===== config.mk =====
export PLATFORM = sky130hd
export DESIGN_NAME = req_arbiter
export DESIGN_NICKNAME = d
export VERILOG_FILES = /design/src/design/dcache_pkg.sv /design/src/design/req_arbiter.sv
export VERILOG_INCLUDE_DIRS = /design/src /design/src/include
export SDC_FILE = /design/constraint.sdc
export NUM_CORES = 1
export LEC_CHECK = 0
export BUFFER_PORTS_ARGS = -buffer_cell sky130_fd_sc_hd__buf_2
export CORE_AREA = 2 2 70 72
export DETAILED_ROUTE_END_ITERATION = 7
export DIE_AREA = 0 0 72 74
export PLACE_DENSITY = 0.64
export SLEW_MARGIN = 0
export SYNTH_ARGS = -nofsm -noshare
export SYNTH_HDL_FRONTEND = slang
export SYNTH_SLANG_ARGS = --single-unit

===== constraint.sdc =====
create_clock -name clk -period 2.1 [get_ports clk]
set_clock_uncertainty 0.15 [all_clocks]
set_input_delay 0.42 -clock clk [delete_from_list [all_inputs] [get_ports clk]]
set_output_delay 0.42 -clock clk [all_outputs]
set_load 0.05 [all_outputs]

===== src/include/dcache_config.svh =====
// sizes and widths of the data cache
// base values plus the widths derived from them
`ifndef DCACHE_CONFIG_SVH
`define DCACHE_CONFIG_SVH

// requesters and core tag
`define DC_NUM_REQS        2
`define DC_TAG_WIDTH       4
`define DC_SRC_BITS        $clog2(`DC_NUM_REQS)

// word and line geometry
`define DC_WORD_BYTES      4
`define DC_WORD_BITS       (`DC_WORD_BYTES * 8)
`define DC_LINE_WORDS      4
`define DC_LINE_BITS       (`DC_WORD_BITS * `DC_LINE_WORDS)
`define DC_WSEL_BITS       $clog2(`DC_LINE_WORDS)

// sets, ways and address split
`define DC_SETS            16
`define DC_WAYS            2
`define DC_SET_BITS        $clog2(`DC_SETS)
`define DC_ADDR_WIDTH      16
`define DC_LINE_ADDR_WIDTH (`DC_ADDR_WIDTH - `DC_WSEL_BITS)
`define DC_CTAG_BITS       (`DC_LINE_ADDR_WIDTH - `DC_SET_BITS)

// event counters and bench memory latency
`define DC_PERF_BITS       16
`define DC_MEM_DELAY       3

`endif


===== src/design/dcache_pkg.sv =====
// data cache types
// words, lines, core requests and responses, memory requests
`include "dcache_config.svh"
`default_nettype none

package dcache_pkg;

    typedef logic [`DC_WORD_BITS-1:0]  word_t;
    typedef logic [`DC_WORD_BYTES-1:0] byteen_t;
    typedef logic [`DC_LINE_BITS-1:0]  line_t;
    typedef logic [`DC_ADDR_WIDTH-1:0] waddr_t;
    typedef logic [`DC_SRC_BITS-1:0]   src_t;

    // word request from one core port
    typedef struct packed {
        waddr_t                   addr;
        logic                     rw;
        byteen_t                  byteen;
        word_t                    data;
        logic [`DC_TAG_WIDTH-1:0] tag;
    } core_req_t;

    // request after arbitration, source kept for the response
    typedef struct packed {
        core_req_t req;
        src_t      src;
    } core_req_src_t;

    typedef struct packed {
        word_t                    data;
        logic [`DC_TAG_WIDTH-1:0] tag;
    } core_rsp_t;

    // line read or single word write toward memory
    typedef struct packed {
        logic [`DC_LINE_ADDR_WIDTH-1:0] line_addr;
        logic                           we;
        logic [`DC_WSEL_BITS-1:0]       wsel;
        byteen_t                        byteen;
        word_t                          data;
    } mem_req_t;

endpackage

`default_nettype wire


===== src/design/req_arbiter.sv =====
// round-robin arbiter over the buffered core requests
// attaches the winning port index as source
`include "dcache_config.svh"
`timescale 1ns/1ns
`default_nettype none

module req_arbiter import dcache_pkg::*; (
    input  logic          clk,
    input  logic          reset,
    input  logic          req_valid_i [`DC_NUM_REQS],
    input  core_req_t     req_i [`DC_NUM_REQS],
    output logic          req_ready_o [`DC_NUM_REQS],
    output logic          grant_valid_o,
    output core_req_src_t grant_o,
    input  logic          grant_ready_i
);

    // next port to get priority
    src_t                   ptr_q;
    src_t                   sel;
    logic                   found;
    logic [`DC_NUM_REQS-1:0] ready_vec;

    // first valid port at or after the pointer
    always_comb begin
        src_t idx;
        sel   = ptr_q;
        found = 1'b0;
        for (int i = 0; i < `DC_NUM_REQS; i++) begin
            idx = src_t'((int'(ptr_q) + i) % `DC_NUM_REQS);
            if (!found && req_valid_i[idx]) begin
                found = 1'b1;
                sel   = idx;
            end
        end
    end

    assign grant_valid_o = found;
    assign grant_o       = '{req: req_i[sel], src: sel};

    // ready only toward the chosen port
    for (genvar p = 0; p < `DC_NUM_REQS; p++) begin : g_ready
        assign ready_vec[p]   = grant_ready_i && found && (sel == src_t'(p));
        assign req_ready_o[p] = ready_vec[p];
    end

    // pointer moves past the winner once it transfers
    always_ff @(posedge clk) begin
        if (reset) begin
            ptr_q <= '0;
        end else if (found && grant_ready_i) begin
            ptr_q <= src_t'((int'(sel) + 1) % `DC_NUM_REQS);
        end
    end

    a_one_ready: assert property (@(posedge clk) disable iff (reset) $onehot0(ready_vec));

endmodule

`default_nettype wire


==> results of run 1 <==
==> cells by family after synthesis <==
group	count (synthesis)	share of synthesized area, %
AOI/OAI and AO/OA	4	2.80
adders and majority gates	1	1.33
buffers and inverters	10	7.95
DFF	1	2.36
muxes	57	83.9
and+or+nand+nor	3	1.62
==> area by class of cell <==
| type | count | share of cell area, % |
|---|---|---|
| tap | 54 | 3.02 |
| multi-input combinational | 65 | 34.5 |
| timing repair buffer | 186 | 61.1 |
| inverter | 3 | 0.503 |
| sequential | 1 | 0.894 |
==> routing by layer <==
metal / global-route usage [%] / wire [um] / up-vias
met2: 26.5 / 2120 / 102
met4: 0 / 0 / 0
met5: 0 / 0 / -
met1: 10.9 / 1330 / 552
li1: - / - / 644
met3: 1.90 / 450 / 0
==> path summary, 6_finish.rpt <==
| kind | slack (ns) | to | startpoint | depth (start not counted) |
|---|---|---|---|---|
| setup reg to reg | 1.19 | ptr_q | ptr_q | 3 |
| setup / recovery | -0.05 | grant_o[28] | req_valid_i[0] | 6 |
| hold reg to reg | 0.42 | ptr_q | ptr_q | 2 |
| hold / removal | 0.42 | ptr_q | ptr_q | 2 |
==> power by group through the flow <==
| stage | clock, mW | combinational (mW) | sequential (mW) |
|---|---|---|---|
| after floorplan | 0 | 0.608 | 0.0220 |
| after global placement | 0 | 0.811 | 0.0216 |
| after detailed placement | 0 | 0.816 | 0.0217 |
| after CTS | 0 | 0.971 | 0.0217 |
| after global routing | 0 | 1.03 | 0.0219 |
| final | 0 | 0.990 | 0.0217 |
==> cells in the final DEF, fill, tap and decap left out <==
cell type,count
or2_2,1
inv_2,2
inv_1,1
buf_6,59
buf_4,3
mux2_4,21
buf_12,2
clkbuf_16,1
a21oi_1,3
nand2_1,2
dfxtp_1,1
a311oi_1,1
buf_2,120
buf_8,1
maj3_4,1
mux2_2,36
==> what timing repair did <==
item,CTS,global route
setup endpoints to repair,57,57
cloned,0,2
resized for setup,115,5
buffers inserted,0,0
==> per-stage QoR <==
stage          util [%]  setup WS (ns)  cell area, um2
3_3_place_gp       39.6        -0.0974            1820
6_report           48.7        -0.0529            2240
2_1_floorplan         -         0.0950             850
5_1_grt            48.7        -0.0856            2240
4_1_cts            47.4        -0.0595            2180
3_5_place_dp       39.6         -0.105            1820
==> worst register-to-register path, cell delays in order (launching register included) <==
cell	delay, ns
dfxtp_1	0.32
buf_4	0.12
a21oi_1	0.03
a311oi_1	0.18
==> flow_summary_export.csv, run 1 <==
group,metric,value,unit
outcome,run_status,"finished, violations left",
outcome,failed_checks,"setup timing",
synth,synthTopCellsByCount,"mux2_2, mux2_4, a21oi_1, buf_2, buf_6",
timing,final.min_clock_period,2.15,ns
routing,drt_iter0_drc,6,
synth,ys_seq_elements,1,
power_and_ir_drop,comb_power_share,97.9,%
synth,post_syn_instances,76,
worst_setup_path,arrival,1.58,ns
synth,syn_area,850,um2
cts,holdBufCountCts,0,
routing,num_vias,1298,
timing,timing_worst_slew_pin_value,0.254,ns
worst_setup_path,worst-endpoint-required,1.53,ns
worst_setup_path,critical_path_class,"in2out",
floorplanning,die-area,0.00533,mm2
timing,rsz_0062_raised_after_global_routing,"true",
synth,synth.top_cells.by_area,"mux2_2, mux2_4, buf_6",
power_and_ir_drop,cell_internal_pwr,0.455,mW
global_routing,grt_start_max_net_pins,34,
power_and_ir_drop,switching_share_of_power,55.1,%
synth,synth.net_count,195,
synth,fraction_of_registers_with_async_set_or_reset_after_synthesis,0,%
synth,synth_flop_cell,"dfxtp_1",
routing,post-route-drc-count,0,
power_and_ir_drop,report.power.total,1.01,mW
floorplanning,floorplan.io_pins,180,
timing,post-route-worst-setup-slack,-0.0529,ns
cts,insertion_delay,0,ns
floorplanning,initial_core_util,18.5,%
worst_setup_path,cp_dominant_cell_by_count,"buf_6",
synth,post_synth.cell_area_avg,11.2,um2
global_routing,grt_antenna_before_repair,0,
timing,fin_tns_setup,-1.01,ns
global_routing,grt_first_pass_wirelength,5.06,mm
synth,ys_warn_count,0,
floorplanning,core_region_area,0.00460,mm2
power_and_ir_drop,power.switching,0.557,mW
layout,regMostFlops,"ptr_q",
power_and_ir_drop,power_per_cell_area,452,mW/mm2
synth,post_synth_edffs,0,
layout,layout-drive-gt1-share,96.9,%
routing,wl_per_cell,12.6,um
layout,stdcell_count,309,
worst_setup_path,worstSetupStartpointType,"input pin",
timing,report.final.hold_viol_count,0,
timing,report.final.slew_viol_count,0,
synth,synthMostInstantiatedCell,"mux2_2",
place,place.gp.congestion,0.769,
layout,syn2layout_area_growth,163,%
layout,filler_cell_count,426,
min_path,holdCritPathClass,"reg2reg",
layout,reg.largest.list,"ptr_q (1)",
worst_setup_path,critical-path-slowest-cell,"maj3_4",
power_and_ir_drop,share_seq_of_total_power,2.1,%
global_routing,grt.overflow.total,0,
power_and_ir_drop,clock_power_share,0,%
timing,max_freq,464,MHz
worst_setup_path,critical_path.n_buffers_inverters,4,
place,place.detailed.hpwl,3.01,mm
floorplanning,die_h,74,um
worst_setup_path,worst_path_dominant_cell_family,"buffers and inverters",
timing,layout_worst_path_cycle_share,103,%
global_routing,first_global_vias,1244,
cts,cts.reportedPaths.clkPinSlew,0,ns
worst_setup_path,timing.critical_path.cells,"buf_6 > inv_2 > maj3_4 > buf_12 > mux2_4 > buf_6",
worst_setup_path,worstSetupEndpointType,"output pin",
run,cap_viol_max_count,0,
routing,dr_pass1_iterations,2,
global_routing,grtUsageTotal,11.5,%
layout,multi_input_area,772,um2
layout,final_net_count,376,
timing,hold-worst-slack,0.419,ns
layout,largest_register_ffs,1,
synth,synthDistinctLibCells,13,
worst_setup_path,cp_slowest_stage_delay,0.39,ns
timing,max_slew_margin,83.2,%
place,dp.cells,307,
synth,synth_area_leader_cell,"mux2_2",
power_and_ir_drop,vdd.ir_drop.worst,0.284,mV
synth,sequential_element_share_of_the_synthesized_area,2.36,%
worst_setup_path,critical_path.max_fanout,25,
timing,final_report_setup_violation_count,43,
floorplanning,rows,25,
synth,synth_largest_type_area_fraction,50.4,%
layout,antenna_diode_instance_count,0,
power_and_ir_drop,p_leak,1.25,nW
floorplanning,chipWidth,72,um
layout,sequential_cell_area,20.0,um2
routing,antenna_violating_nets_post_route,0,
place,placement.io_buffers,179,
routing,postRouteWirelength,3.90,mm
routing,viasPerCell,4.20,
Power figures use the tool's default switching activity.
==> inputs of run 2 (changes only) <==
==> constraint.sdc (replaced) <==
create_clock -name clk -period 2.13 [get_ports clk]
set_clock_uncertainty 0.15 [all_clocks]
set_input_delay 0.426 -clock clk [delete_from_list [all_inputs] [get_ports clk]]
set_output_delay 0.426 -clock clk [all_outputs]
set_load 0.05 [all_outputs]
==> flow_summary_export.csv, run 2 (same netlist as run 1, synthesis figures left out) <==
group,metric,value,unit
floorplanning,rows,25,
routing,num_vias,1269,
routing,wl_per_cell,12.2,um
layout,final_net_count,374,
outcome,run_status,"finished, violations left",
power_and_ir_drop,power_per_cell_area,449,mW/mm2
timing,layout_worst_path_cycle_share,102,%
timing,timing_worst_slew_pin_value,0.251,ns
worst_setup_path,worstSetupStartpointType,"input pin",
routing,drt_iter0_drc,24,
routing,antenna_violating_nets_post_route,0,
layout,multi_input_area,766,um2
place,place.gp.congestion,0.768,
routing,post-route-drc-count,0,
run,cap_viol_max_count,0,
floorplanning,core_region_area,0.00460,mm2
cts,cts.reportedPaths.clkPinSlew,0,ns
layout,sequential_cell_area,20.0,um2
layout,reg.largest.list,"ptr_q (1)",
floorplanning,die_h,74,um
worst_setup_path,critical_path_class,"in2out",
global_routing,grt_antenna_before_repair,0,
place,place.detailed.hpwl,3.03,mm
layout,layout.cells.most_common_list,"buf_2, buf_6, mux2_2, mux2_4",
floorplanning,floorplan.io_pins,180,
worst_setup_path,arrival,1.59,ns
global_routing,grt.overflow.total,0,
floorplanning,die-area,0.00533,mm2
layout,layout_commonest_cell,"buf_2",
worst_setup_path,critical_path.max_fanout,33,
routing,dr_pass1_iterations,4,
place,dp.cells,307,
timing,final_report_setup_violation_count,42,
min_path,holdCritPathClass,"reg2reg",
global_routing,grtUsageTotal,11.5,%
timing,post-route-worst-setup-slack,-0.0327,ns
cts,insertion_delay,0,ns
worst_setup_path,worst-endpoint-required,1.55,ns
global_routing,grt_first_pass_wirelength,5.11,mm
timing,rsz_0062_raised_after_global_routing,"true",
place,placement.io_buffers,179,
timing,report.final.slew_viol_count,0,
worst_setup_path,worstSetupEndpointType,"output pin",
cts,holdBufCountCts,0,
layout,syn2layout_area_growth,157,%
layout,antenna_diode_instance_count,0,
timing,fin_tns_setup,-0.681,ns
outcome,failed_checks,"setup timing",
power_and_ir_drop,p_leak,1.22,nW
floorplanning,initial_core_util,18.5,%
cts,postCtsSetupRepairBufs,0,
layout,layout-drive-gt1-share,96.8,%
layout,stdcell_count,307,
timing,final.min_clock_period,2.16,ns
timing,report.final.hold_viol_count,0,
floorplanning,chipWidth,72,um
routing,postRouteWirelength,3.74,mm
timing,max_freq,462,MHz
layout,regMostFlops,"ptr_q",
routing,viasPerCell,4.13,
timing,max_slew_margin,83.4,%
power_and_ir_drop,vdd.ir_drop.worst,0.286,mV
layout,largest_register_ffs,1,
layout,filler_cell_count,427,
global_routing,grt_start_max_net_pins,34,
global_routing,first_global_vias,1151,
-- run 2: worst paths after layout --
path / slack [ns] / end / from / cells after the start
worst max register to register: 1.22 / ptr_q / ptr_q / 3
worst max-delay path: -0.03 / grant_o[10] / req_valid_i[0] / 6
worst min register to register: 0.42 / ptr_q / ptr_q / 2
worst min-delay path: 0.42 / ptr_q / ptr_q / 2
-- run 2: per-stage QoR --
| step | total power, mW | cell area (um2) | setup slack [ns] | utilization (%) | hold slack, ns |
|---|---|---|---|---|---|
| 3_3_place_gp | 0.821 | 1820 | -0.0793 | 39.6 | 0.417 |
| 4_1_cts | 0.977 | 2180 | -0.0432 | 47.3 | 0.429 |
| 2_1_floorplan | 0.621 | 850 | 0.113 | - | 0.339 |
| 5_1_grt | 1.01 | 2180 | -0.0680 | 47.4 | 0.462 |
| 3_5_place_dp | 0.826 | 1820 | -0.0876 | 39.6 | 0.428 |
| 6_report | 0.978 | 2180 | -0.0327 | 47.4 | 0.423 |
-- run 2: worst max-delay path, cell delays in order --
cell and delay (ns):
buf_2 0.11, inv_2 0.04, maj3_2 0.24, buf_12 0.22
mux2_2 0.38, buf_6 0.16
-- run 2: final cells by class --
| class | count | area share [%] |
|---|---|---|
| sequential | 1 | 0.918 |
| timing repair buffer | 184 | 60.3 |
| inverter | 3 | 0.517 |
| multi-input combinational | 65 | 35.1 |
| tap | 54 | 3.10 |
-- run 2: power breakdown --
part | switching [mW] | internal, mW | leakage, nW | total (mW)
clock | 0 | 0 | 0 | 0
combinational | 0.544 | 0.412 | 1.21 | 0.956
sequential | 0.000908 | 0.0205 | 0.00828 | 0.0214
total | 0.545 | 0.433 | 1.22 | 0.978
-- run 2: what timing repair did --
action / 4_1_cts / 5_1_grt
endpoints found under the setup margin: 57 / 57
endpoints found under the hold margin: 0 / 0
resized for setup: 114 / 1
-- run 2: routing by layer --
layer,track usage [%],part of all wire [%],up-vias
li1,-,-,638
met1,12.2,33,529
met2,25.1,55,102
met3,1.76,12,0
met4,0,0,0
met5,0,0,-
==> inputs of run 3 (changes only) <==
--- a/config.mk
+++ b/config.mk
@@ -7,10 +7,10 @@
 export NUM_CORES = 1
 export LEC_CHECK = 0
 export BUFFER_PORTS_ARGS = -buffer_cell sky130_fd_sc_hd__buf_2
-export CORE_AREA = 2 2 70 72
+export CORE_MARGIN = 10
+export CORE_UTILIZATION = 22
 export DETAILED_ROUTE_END_ITERATION = 7
-export DIE_AREA = 0 0 72 74
-export PLACE_DENSITY = 0.64
+export PLACE_DENSITY = 0.77
 export SLEW_MARGIN = 0
 export SYNTH_ARGS = -nofsm -noshare
 export SYNTH_HDL_FRONTEND = slang
==> constraint.sdc (replaced) <==
create_clock -name clk -period 1.8 [get_ports clk]
set_clock_uncertainty 0.15 [all_clocks]
set_input_delay 0.36 -clock clk [delete_from_list [all_inputs] [get_ports clk]]
set_output_delay 0.36 -clock clk [all_outputs]
set_load 0.05 [all_outputs]
==> flow_summary_export.csv, run 3 (same netlist as run 1, synthesis figures left out) <==
group,metric,value,unit
cts,insertion_delay,0,ns
timing,max_slew_margin,81.1,%
worst_setup_path,timing.critical_path.cells,"buf_8 > maj3_4 > buf_12 > mux2_4 > buf_6",
worst_setup_path,worstSetupEndpointType,"output pin",
global_routing,grt.overflow.total,0,
place,pre_cts_slack,-0.355,ns
routing,num_vias,1445,
routing,dr_pass1_iterations,4,
place,placement.io_buffers,179,
outcome,run_status,"finished, violations left",
layout,reg.largest.list,"ptr_q (1)",
timing,post-route-worst-setup-slack,-0.254,ns
worst_setup_path,critical-path-slowest-cell,"maj3_4",
power_and_ir_drop,report.power.total,1.23,mW
timing,final_report_setup_violation_count,57,
worst_setup_path,worst-endpoint-required,1.29,ns
global_routing,grtUsageTotal,17.9,%
routing,wl_per_cell,23.9,um
min_path,holdCritPathClass,"reg2reg",
run,cap_viol_max_count,0,
worst_setup_path,critical_path.max_fanout,14,
timing,rsz_0062_raised_after_global_routing,"true",
cts,cts.reportedPaths.clkPinSlew,0,ns
floorplanning,floorplan.io_pins,180,
power_and_ir_drop,vdd.ir_drop.worst,0.248,mV
worst_setup_path,critical_path_class,"in2out",
worst_setup_path,worst_path_dominant_cell_family,"buffers and inverters",
timing,layout_worst_path_cycle_share,114,%
place,place.detailed.hpwl,5.64,mm
global_routing,grt_antenna_before_repair,3,
floorplanning,rows,22,
routing,drt_iter0_drc,54,
floorplanning,chipWidth,82.1,um
floorplanning,core_region_area,0.00369,mm2
floorplanning,die-area,0.00675,mm2
timing,final.min_clock_period,2.05,ns
global_routing,grt_start_max_net_pins,29,
layout,syn2layout_area_growth,169,%
floorplanning,initial_core_util,23.0,%
routing,postRouteWirelength,7.35,mm
routing,antenna_violating_nets_post_route,0,
routing,viasPerCell,4.71,
global_routing,grt_first_pass_wirelength,9.17,mm
layout,layout-drive-gt1-share,97.3,%
timing,hold-worst-slack,0.317,ns
outcome,failed_checks,"setup timing",
worst_setup_path,critical_path.n_buffers_inverters,3,
timing,max_freq,487,MHz
place,place.gp.congestion,0.855,
power_and_ir_drop,power_per_cell_area,540,mW/mm2
worst_setup_path,cp_slowest_stage_delay,0.42,ns
worst_setup_path,worstSetupStartpointType,"input pin",
layout,layout_commonest_cell,"buf_2",
layout,final_net_count,378,
timing,timing_worst_slew_pin_value,0.286,ns
worst_setup_path,arrival,1.54,ns
timing,report.final.slew_viol_count,0,
timing,report.final.hold_viol_count,0,
routing,post-route-drc-count,0,
layout,largest_register_ffs,1,
layout,layout.cells.most_common_list,"buf_2, buf_6, mux2_2, mux2_4, buf_8",
floorplanning,die_h,82.1,um
power_and_ir_drop,p_leak,1.27,nW
cts,holdBufCountCts,0,
global_routing,first_global_vias,1479,
layout,regMostFlops,"ptr_q",
run 3: changes by cell type in the layout (fill, tap and decap cells not counted), sizes merged:
cell	change
buf	+3
clkbuf	+1
diode	+2
run 3: area by class of cell:
cell class              count  area, um2
flip-flops and latches      1       21.3
fillers                   294       1400
well taps                  48       60.1
inverters                   3       13.8
multi-input cells          65        764
repair buffers            188       1420
diodes                      2       5.00
run 3: metrics by stage:
step           utilization [%]  cell area, um2  std cells  TNS, ns
2_1_floorplan                -             861         76    -1.33
3_3_place_gp              48.9            1800        301   -15.74
3_5_place_dp              48.9            1800        301   -16.86
4_1_cts                   60.6            2240        303   -12.33
5_1_grt                   62.0            2290        307   -13.84
6_report                  62.0            2290        307   -13.04
run 3: worst register-to-register path: cells and delay by family (launching register included):
| family | cells | cell delay (ns) |
|---|---|---|
| AO/OA/AOI/OAI | 2 | 0.24 |
| flip-flops | 1 | 0.33 |
run 3: worst paths after layout:
check / slack, ns / endpoint / cells after the start / start
worst min register to register: 0.32 / ptr_q / 1 / ptr_q
worst min-delay path: 0.32 / ptr_q / 1 / ptr_q
worst max-delay path: -0.25 / grant_o[27] / 5 / req_valid_i[1]
worst max register to register: 0.97 / ptr_q / 2 / ptr_q
run 3: per-layer routing:
metal	track usage (%)	up-vias	share of wire (%)
met5	0	-	0
met1	15.7	691	29
li1	-	650	-
met4	5.61	0	2.6
met2	37.1	90	58
met3	5.83	14	10
run 3: power breakdown:
group | internal [mW] | switching (mW) | total [mW]
combinational | 0.524 | 0.685 | 1.21
clock | 0.000000149 | 0 | 0.000000149
sequential | 0.0246 | 0.00170 | 0.0263
total | 0.549 | 0.686 | 1.23
run 3: repair_timing:
item                       CTS  global route
setup buffers                1             1
setup endpoints to repair   58            57
hold endpoints to repair     0             0
pin swaps                    0             0
resized for setup          125             4
cloned                       1             1
